===== src/lmem_pkg.sv =====
`default_nettype none

package lmem_pkg;

    //------------------------------------------------------------
    // address and line geometry
    //------------------------------------------------------------
    localparam int ADDR_W   = 32;
    localparam int ID_W     = 4;
    localparam int LINE_W   = 128;                       // 16-byte line
    localparam int OFFSET_W = 4;
    localparam int INDEX_W  = 4;                         // 16 entries
    localparam int TAG_F_W  = ADDR_W - INDEX_W - OFFSET_W;
    localparam int ENTRIES  = 1 << INDEX_W;

    //------------------------------------------------------------
    // tag word layout, msb first: valid, dirty, tag field, blanks
    //------------------------------------------------------------
    localparam int TAG_S     = 32;
    localparam int VALID_BIT = TAG_S - 1;
    localparam int DIRTY_BIT = TAG_S - 2;
    localparam int BLANK_W   = TAG_S - 2 - TAG_F_W;      // 6 zero bits
    localparam int RDATA_W   = TAG_S + LINE_W;           // tag word on top

    // slow memory model
    localparam int READ_LAT = 3;
    localparam int LAT_W    = $clog2(READ_LAT + 1);

    typedef enum logic [1:0] {
        W_IDLE,
        W_ACCEPT,
        W_DATA,
        W_RESP
    } wr_state_e;

    typedef enum logic [1:0] {
        R_IDLE,
        R_ACCEPT,
        R_WAIT,
        R_RESP
    } rd_state_e;

endpackage

`default_nettype wire


===== src/lmem_line_array.sv =====
`timescale 1ns/1ps
`default_nettype none

module lmem_line_array (
    input  wire                                      clk,
    input  wire                                      rst_n,
    // write port
    input  wire                                      wr_en_i,
    input  wire [lmem_pkg::INDEX_W-1:0]              wr_index_i,
    input  wire [lmem_pkg::TAG_F_W-1:0]              wr_tag_field_i,
    input  wire                                      wr_dirty_i,
    input  wire [lmem_pkg::LINE_W-1:0]               wr_line_i,
    // tag lookup
    input  wire [lmem_pkg::INDEX_W-1:0]              lk_index_i,
    input  wire [lmem_pkg::TAG_F_W-1:0]              lk_tag_field_i,
    output logic                                     lk_match_o,
    // read port
    input  wire                                      rd_en_i,
    input  wire [lmem_pkg::INDEX_W-1:0]              rd_index_i,
    output logic [lmem_pkg::TAG_S-1:0]               rd_tag_word_o,
    output logic [lmem_pkg::RDATA_W-lmem_pkg::TAG_S-1:0] rd_line_o
);
    import lmem_pkg::*;

    logic [TAG_S-1:0]  tag_mem  [ENTRIES];
    logic [LINE_W-1:0] line_mem [ENTRIES];
    logic [TAG_S-1:0]  lk_word;

    //------------------------------------------------------------
    // storage, cleared to zero on reset
    //------------------------------------------------------------
    always_ff @(posedge clk) begin
        if (!rst_n) begin
            for (int i = 0; i < ENTRIES; i++) begin
                tag_mem[i]  <= '0;
                line_mem[i] <= '0;
            end
        end else if (wr_en_i) begin
            tag_mem[wr_index_i]  <= {1'b1, wr_dirty_i, wr_tag_field_i, {BLANK_W{1'b0}}};
            line_mem[wr_index_i] <= wr_line_i;
        end
    end

    // hit only on a valid entry with the same tag field
    assign lk_word    = tag_mem[lk_index_i];
    assign lk_match_o = lk_word[VALID_BIT] &&
                        (lk_word[DIRTY_BIT-1 -: TAG_F_W] == lk_tag_field_i);

    //------------------------------------------------------------
    // registered read
    //------------------------------------------------------------
    always_ff @(posedge clk) begin
        if (rd_en_i) begin
            rd_tag_word_o <= tag_mem[rd_index_i];
            rd_line_o     <= line_mem[rd_index_i];
        end
    end

endmodule

`default_nettype wire


===== src/lmem_access_timer.sv =====
`timescale 1ns/1ps
`default_nettype none

module lmem_access_timer (
    input  wire  clk,
    input  wire  rst_n,
    input  wire  start_i,
    output logic done_o
);
    import lmem_pkg::*;

    logic [LAT_W-1:0] count;

    // load on start, then count down and park at zero
    always_ff @(posedge clk) begin
        if (!rst_n) begin
            count <= '0;
        end else if (start_i) begin
            count <= LAT_W'(READ_LAT);
        end else if (count != '0) begin
            count <= count - 1'b1;
        end
    end

    // last cycle of the access window
    assign done_o = (count == LAT_W'(1));

endmodule

`default_nettype wire


===== src/lmem_wr_fsm.sv =====
`timescale 1ns/1ps
`default_nettype none

module lmem_wr_fsm (
    input  wire                          clk,
    input  wire                          rst_n,
    // AW channel
    input  wire [lmem_pkg::ID_W-1:0]     awid_i,
    input  wire [lmem_pkg::ADDR_W-1:0]   awaddr_i,
    input  wire                          awvalid_i,
    output logic                         awready_o,
    // W channel
    input  wire [lmem_pkg::LINE_W-1:0]   wdata_i,
    input  wire                          wvalid_i,
    output logic                         wready_o,
    // B channel
    output logic [lmem_pkg::ID_W-1:0]    bid_o,
    output logic                         bvalid_o,
    input  wire                          bready_i,
    // array lookup and write port
    output logic [lmem_pkg::INDEX_W-1:0] lk_index_o,
    output logic [lmem_pkg::TAG_F_W-1:0] lk_tag_field_o,
    input  wire                          lk_match_i,
    output logic                         wr_en_o,
    output logic [lmem_pkg::INDEX_W-1:0] wr_index_o,
    output logic [lmem_pkg::TAG_F_W-1:0] wr_tag_field_o,
    output logic                         wr_dirty_o,
    output logic [lmem_pkg::LINE_W-1:0]  wr_line_o
);
    import lmem_pkg::*;

    wr_state_e         state, state_n;
    logic [ID_W-1:0]   wid_q;

    //------------------------------------------------------------
    // state register and AW capture
    //------------------------------------------------------------
    always_ff @(posedge clk) begin
        if (!rst_n) begin
            state <= W_IDLE;
        end else begin
            state <= state_n;
        end
    end

    always_ff @(posedge clk) begin
        if (state == W_ACCEPT) begin
            wid_q          <= awid_i;
            wr_index_o     <= lk_index_o;
            wr_tag_field_o <= lk_tag_field_o;
            wr_dirty_o     <= lk_match_i;    // same tag already there
        end
    end

    // lookup straight from the held address
    assign lk_index_o     = awaddr_i[OFFSET_W +: INDEX_W];
    assign lk_tag_field_o = awaddr_i[ADDR_W-1 -: TAG_F_W];

    always_comb begin
        state_n = state;
        case (state)
            W_IDLE:   if (awvalid_i) state_n = W_ACCEPT;
            W_ACCEPT: state_n = W_DATA;
            W_DATA:   if (wvalid_i) state_n = W_RESP;
            W_RESP:   if (bready_i) state_n = W_IDLE;
            default:  state_n = W_IDLE;
        endcase
    end

    assign awready_o = (state == W_ACCEPT);
    assign wready_o  = (state == W_DATA);
    assign wr_en_o   = wready_o && wvalid_i;   // W handshake edge
    assign wr_line_o = wdata_i;
    assign bvalid_o  = (state == W_RESP);
    assign bid_o     = wid_q;

endmodule

`default_nettype wire


===== src/lmem_rd_fsm.sv =====
`timescale 1ns/1ps
`default_nettype none

module lmem_rd_fsm (
    input  wire                                          clk,
    input  wire                                          rst_n,
    // AR channel
    input  wire [lmem_pkg::ID_W-1:0]                     arid_i,
    input  wire [lmem_pkg::ADDR_W-1:0]                   araddr_i,
    input  wire                                          arvalid_i,
    output logic                                         arready_o,
    // R channel
    output logic [lmem_pkg::ID_W-1:0]                    rid_o,
    output logic [lmem_pkg::RDATA_W-1:0]                 rdata_o,
    output logic                                         rvalid_o,
    input  wire                                          rready_i,
    // array read port
    output logic                                         rd_en_o,
    output logic [lmem_pkg::INDEX_W-1:0]                 rd_index_o,
    input  wire [lmem_pkg::TAG_S-1:0]                    rd_tag_word_i,
    input  wire [lmem_pkg::RDATA_W-lmem_pkg::TAG_S-1:0]  rd_line_i,
    // access timer
    output logic                                         tmr_start_o,
    input  wire                                          tmr_done_i
);
    import lmem_pkg::*;

    rd_state_e state, state_n;

    always_ff @(posedge clk) begin
        if (!rst_n) begin
            state <= R_IDLE;
        end else begin
            state <= state_n;
        end
    end

    // AR payload is stable while arready is up
    always_ff @(posedge clk) begin
        if (state == R_ACCEPT) begin
            rid_o      <= arid_i;
            rd_index_o <= araddr_i[OFFSET_W +: INDEX_W];
        end
    end

    always_comb begin
        state_n = state;
        case (state)
            R_IDLE:   if (arvalid_i) state_n = R_ACCEPT;
            R_ACCEPT: state_n = R_WAIT;
            R_WAIT:   if (tmr_done_i) state_n = R_RESP;
            R_RESP:   if (rready_i) state_n = R_IDLE;
            default:  state_n = R_IDLE;
        endcase
    end

    assign arready_o   = (state == R_ACCEPT);
    assign tmr_start_o = arready_o;
    assign rd_en_o     = (state == R_WAIT) && tmr_done_i;  // last wait edge
    assign rvalid_o    = (state == R_RESP);
    assign rdata_o     = {rd_tag_word_i, rd_line_i};      // held by the array regs

endmodule

`default_nettype wire


===== src/lmem_top.sv =====
`timescale 1ns/1ps
`default_nettype none

module lmem_top (
    input  wire                          clk,
    input  wire                          rst_n,
    // AR channel
    input  wire [lmem_pkg::ID_W-1:0]     arid_i,
    input  wire [lmem_pkg::ADDR_W-1:0]   araddr_i,
    input  wire                          arvalid_i,
    output logic                         arready_o,
    // R channel
    output logic [lmem_pkg::ID_W-1:0]    rid_o,
    output logic [lmem_pkg::RDATA_W-1:0] rdata_o,
    output logic                         rvalid_o,
    input  wire                          rready_i,
    // AW channel
    input  wire [lmem_pkg::ID_W-1:0]     awid_i,
    input  wire [lmem_pkg::ADDR_W-1:0]   awaddr_i,
    input  wire                          awvalid_i,
    output logic                         awready_o,
    // W channel
    input  wire [lmem_pkg::LINE_W-1:0]   wdata_i,
    input  wire                          wvalid_i,
    output logic                         wready_o,
    // B channel
    output logic [lmem_pkg::ID_W-1:0]    bid_o,
    output logic                         bvalid_o,
    input  wire                          bready_i
);
    import lmem_pkg::*;

    //------------------------------------------------------------
    // internal nets
    //------------------------------------------------------------
    logic [INDEX_W-1:0] lk_index;
    logic [TAG_F_W-1:0] lk_tag_field;
    logic               lk_match;
    logic               wr_en;
    logic [INDEX_W-1:0] wr_index;
    logic [TAG_F_W-1:0] wr_tag_field;
    logic               wr_dirty;
    logic [LINE_W-1:0]  wr_line;
    logic               rd_en;
    logic [INDEX_W-1:0] rd_index;
    logic [TAG_S-1:0]   rd_tag_word;
    logic [LINE_W-1:0]  rd_line;
    logic               tmr_start;
    logic               tmr_done;

    lmem_wr_fsm u_wr_fsm (
        .clk            (clk),
        .rst_n          (rst_n),
        .awid_i         (awid_i),
        .awaddr_i       (awaddr_i),
        .awvalid_i      (awvalid_i),
        .awready_o      (awready_o),
        .wdata_i        (wdata_i),
        .wvalid_i       (wvalid_i),
        .wready_o       (wready_o),
        .bid_o          (bid_o),
        .bvalid_o       (bvalid_o),
        .bready_i       (bready_i),
        .lk_index_o     (lk_index),
        .lk_tag_field_o (lk_tag_field),
        .lk_match_i     (lk_match),
        .wr_en_o        (wr_en),
        .wr_index_o     (wr_index),
        .wr_tag_field_o (wr_tag_field),
        .wr_dirty_o     (wr_dirty),
        .wr_line_o      (wr_line)
    );

    lmem_rd_fsm u_rd_fsm (
        .clk           (clk),
        .rst_n         (rst_n),
        .arid_i        (arid_i),
        .araddr_i      (araddr_i),
        .arvalid_i     (arvalid_i),
        .arready_o     (arready_o),
        .rid_o         (rid_o),
        .rdata_o       (rdata_o),
        .rvalid_o      (rvalid_o),
        .rready_i      (rready_i),
        .rd_en_o       (rd_en),
        .rd_index_o    (rd_index),
        .rd_tag_word_i (rd_tag_word),
        .rd_line_i     (rd_line),
        .tmr_start_o   (tmr_start),
        .tmr_done_i    (tmr_done)
    );

    lmem_access_timer u_timer (
        .clk     (clk),
        .rst_n   (rst_n),
        .start_i (tmr_start),
        .done_o  (tmr_done)
    );

    lmem_line_array u_array (
        .clk            (clk),
        .rst_n          (rst_n),
        .wr_en_i        (wr_en),
        .wr_index_i     (wr_index),
        .wr_tag_field_i (wr_tag_field),
        .wr_dirty_i     (wr_dirty),
        .wr_line_i      (wr_line),
        .lk_index_i     (lk_index),
        .lk_tag_field_i (lk_tag_field),
        .lk_match_o     (lk_match),
        .rd_en_i        (rd_en),
        .rd_index_i     (rd_index),
        .rd_tag_word_o  (rd_tag_word),
        .rd_line_o      (rd_line)
    );

endmodule

`default_nettype wire


===== config.mk =====
export PLATFORM = sky130hd
export DESIGN_NAME = lmem_top
export DESIGN_NICKNAME = d
export VERILOG_FILES = /design/src/lmem_pkg.sv /design/src/lmem_line_array.sv /design/src/lmem_access_timer.sv /design/src/lmem_wr_fsm.sv /design/src/lmem_rd_fsm.sv /design/src/lmem_top.sv
export SDC_FILE = /design/constraint.sdc
export NUM_CORES = 2
export LEC_CHECK = 0
export BUFFER_PORTS_ARGS = -buffer_cell sky130_fd_sc_hd__buf_2
export CAP_MARGIN = 20
export CORE_AREA = 5 5 590 592
export CTS_BUF_LIST = sky130_fd_sc_hd__clkbuf_4 sky130_fd_sc_hd__clkbuf_8
export DETAILED_ROUTE_END_ITERATION = 6
export DIE_AREA = 0 0 595 597
export GPL_TIMING_DRIVEN = 0
export MAX_ROUTING_LAYER = met4
export PLACE_DENSITY_LB_ADDON = 0.05
export SLEW_MARGIN = 20
export SYNTH_ARGS = -nofsm -noshare
export SYNTH_HDL_FRONTEND = slang
export SYNTH_SLANG_ARGS = --single-unit

===== constraint.sdc =====
create_clock -name clk -period 14.74 [get_ports clk]
set_input_delay 1.474 -clock clk [delete_from_list [all_inputs] [get_ports clk]]
set_output_delay 1.474 -clock clk [all_outputs]
set_load 0.01 [all_outputs]

==> metrics.md <==
| Metric | Value |
|---|---|
| Outcome | complete, no violations |
| Share of layout cells above drive strength 1 | 0.2812 |
| Die Ht | 597 um |
| R2R Path Start | u_rd_fsm.rd_index_o[1] |
| Area grow syn2layout | 19.22% |
| Post-synth EDFFs | 2643 |
| Via Count | 69510 |
| Resized Gates After CTS | 0 |
| Placed Cells | 12100 |
| H-Tree Depth | 5 |
| Internal Power | 13.78 mW |
| Post-CTS Hold Fix Bufs | 0 |
| Initial antenna violation count | 100 |
| Synth Area in Adders | 0.001049 |
| Synth Cell Area | 0.1193 mm^2 |
| Worst hold path type | flop to flop |
| Setup crit start | u_rd_fsm.rd_index_o[1] |
| Combinational power share | 0.186 |
| TritonCTS buffer count | 477 |
| DP HPWL | 320000 um |
| Grt total ovfl | 0 |
| First-pass GRT wire length | 621100 um |
| Vias in the first global route | 72330 |
| PortBufs | 341 |
| Post-synthesis compound-gate area fraction | 0.007866 |
| Buffer count from post-CTS setup fixing | 0 |
| Die X | 595 um |
| Area of the core | 0.3419 mm^2 |
| CP Capture Type | flop |
| Tot GR Track Use | 0.2610 |
| Setup crit start kind | flop |
| Area leader, netlist | edfxtp_1 |
| Hold_ws | 0.4821 ns |
| Final Power | 19.31 mW |
| Part of the cycle the worst path needs | 0.3669 |
| DR pass1 iterations | 6 |
| Final Non-Filler Cells | 13000 |
| Pwr dens | 135.8 mW/mm^2 |
| Prevailing post-synth register cell | edfxtp_1 |
| Most common cell after layout, fill and taps aside | edfxtp_1 |
| DIE AREA | 0.3552 mm^2 |
| Most frequent cells in the layout | edfxtp_1 (2643), and2_1 (2298), mux4_2 (847), clkbuf_8 (492), clkbuf_1 (467) |
| Root Driver | clkbuf_8 |
| Clock latency at the later pin of the worst-skew pair | 1.13 ns |
| Setup Viol. Count Final | 0 |
| Routed wire per std cell | 35.14 um |
| RSZ-0062 raised after global routing | no |
| Avg Vias per Cell | 5.347 |
| Synth Area in XOR/XNOR | 0.001468 |
| Net Sw Frac | 0.2863 |
| Critical Path Fanout Max | 11 |
| Synth top area share | 0.6653 |
| Seq pwr share | 0.459 |
| Routed wl met2 | 223500 um |
| Max-cap viol count | 0 |
| Max Clock Skew | 0.07193 ns |
| Clock sink total | 2665 |
| Max Used Layer | met4 |
| Routability cong. | 0.8332 |
| Final hold viol count | 0 |
| Largest net degree at the start of global routing | 41 |
| Unique masters post-synth | 58 |
| Syn_area_per_cell | 17.12 um^2 |
| Clock transition at path regs | 0.07 ns |
| Initial Util | 0.3489 |
| Clk pwr share | 0.354 |
| Fill cell count | 30850 |
| Largest family of logic cells by synthesized area | multiplexers |
| Synth Warn # | 0 |
| Final #Nets | 8238 |
| Relative slew slack | 0.1894 |
| DR WL met3 | 31300 um |
| Synthesized netlist cell count | 6967 |
| Largest cells by area after synthesis | edfxtp_1 (67%), mux4_2 (16%), and2_1 (12%) |
| # rows | 215 |
| Pleak | 51.98 nW |
| Post-route ant nets | 0 |
| CTS tree | yes |
| Mux share of post-synthesis cell area | 0.1652 |
| Sequential-to-total area share from yosys stat | 0.6689 |
| Ys async rst share | 0 |
| Drt total wl | 456800 um |
| Wire length on met1 | 189000 um |
| Critical setup path kind | flop to flop |
| Worst Tran Pin Value | 1.216 ns |
| Drc violations | 0 |
| RR Endpoint | u_array.rd_tag_word_o[28] |
| CP endpoint | u_array.rd_tag_word_o[28] |
| Flops & latches, synth | 2665 |
| WP data arrival | 6.22 ns |
| Fin Setup TNS | 0 ns |
| Simple-gate share of the synthesized area | 0.1333 |
| Slew Limit Fails | 0 |
| Flop2flop setup slack | 9.33 ns |
| Minimum clock period | 5.408 ns |
| Starting DRC count in detailed routing | 7413 |
| Peak VDD IR | 66.84 uV |
| Fmax | 0.1849 GHz |
| CTS Buffer Depth | 4 |
| Total I/O pin count | 380 |
| R2R cell count | 7 |
| Worst EP required | 15.55 ns |
| Sw power | 5.529 mW |
[synth_stat cells (3+ instances only)]
cell and n:
a211oi_1 22, a21o_1 15, a21oi_1 31, a221oi_1 3, a22oi_1 13, and2_1 2299, and3_1 160, buf_1 49
buf_2 31, buf_4 12, buf_6 4, clkbuf_1 556, dfxtp_1 22, edfxtp_1 2643, ha_1 10, inv_1 17
mux2_2 3, mux2i_1 52, mux4_1 3, mux4_2 847, nand2_1 12, nand2b_1 8, nand3_1 5, nor2_1 25
nor2b_1 30, nor3_1 9, nor4_1 3, o21a_1 6, o21ai_0 14, o221ai_1 4, o22ai_1 7, xnor2_1 16
xor2_1 4
[worst min path at each step]
stage,depth (start not counted),start,endpoint
after floorplan,2,u_array.tag_mem[12][25],u_array.tag_mem[12][25]
after global placement,1,u_array.tag_mem[6][25],u_array.tag_mem[6][25]
after detailed placement,1,u_array.tag_mem[2][25],u_array.tag_mem[2][25]
after CTS,1,araddr_i[5],u_rd_fsm.rd_index_o[1]
after global routing,1,araddr_i[5],u_rd_fsm.rd_index_o[1]
final,1,u_array.tag_mem[2][25],u_array.tag_mem[2][25]
[sequential cells by signal, indices dropped and copies added, names as in the netlist]
signal	cells
u_array.rd_tag_word_o	26
u_rd_fsm.state	2
u_rd_fsm.rid_o	4
u_array.tag_mem	416
u_wr_fsm.bid_o	4
u_wr_fsm.state	2
u_wr_fsm.wr_tag_field_o	24
u_wr_fsm.wr_dirty_o	1
u_rd_fsm.rd_index_o	4
u_wr_fsm.wr_index_o	4
u_array.rd_line_o	128
u_timer.count	2
u_array.line_mem	2048
[power groups by stage]
stage	sequential [mW]	clock, mW	combinational [mW]
2_1_floorplan	9.10	0	1.86
3_3_place_gp	9.36	0	3.41
3_5_place_dp	9.02	0	3.66
4_1_cts	8.87	7.01	3.67
5_1_grt	8.90	7.35	3.76
6_report	8.87	6.84	3.60
[cell type report]
| cell class | count | area, um^2 | share of cell area |
|---|---|---|---|
| Sequential cell | 2665 | 79810 | 0.5611 |
| Multi-Input combinational cell | 3635 | 37150 | 0.2612 |
| Clock buffer | 673 | 8130 | 0.05716 |
| Timing Repair Buffer | 570 | 7562 | 0.05317 |
| Tap cell | 4557 | 5702 | 0.04009 |
| Buffer | 652 | 2723 | 0.01914 |
| Clock inverter | 170 | 943.4 | 0.006633 |
| Antenna cell | 57 | 142.6 | 0.001003 |
| Inverter | 20 | 75.07 | 0.0005278 |
[critical path, cell delays in order, from the launching register on]
cell      delay [ns]
edfxtp_1        0.50
clkbuf_1        0.72
clkbuf_4        0.77
buf_2           0.62
buf_1           0.86
clkbuf_2        0.66
a211oi_1        0.15
a21oi_1         0.70
[routing by layer]
metal,GRT usage,vias up
li1,-,28650
met1,0.3377,37270
met2,0.4227,2880
met3,0.04766,706
met4,0.07674,0
met5,-,-
[cells by family (layout without fill, tap and decap cells)]
group | count (synthesis) | in the layout
other cells | 1 | 63
mux | 905 | 905
simple gates | 2558 | 2558
buf+inv | 672 | 2085
xor+xnor | 20 | 20
compound gates | 136 | 136
flops | 2665 | 2665
fa+ha+maj | 10 | 10
[stage by stage]
step	setup slack (ns)	utilization	instance area, um^2
3_3_place_gp	-19.26	0.3707	126700
2_1_floorplan	1.143	-	119300
6_report	9.332	0.4160	142200
4_1_cts	9.379	0.4155	142000
3_5_place_dp	8.864	0.3889	133000
5_1_grt	9.438	0.4158	142200
Power figures use the tool's default switching activity.
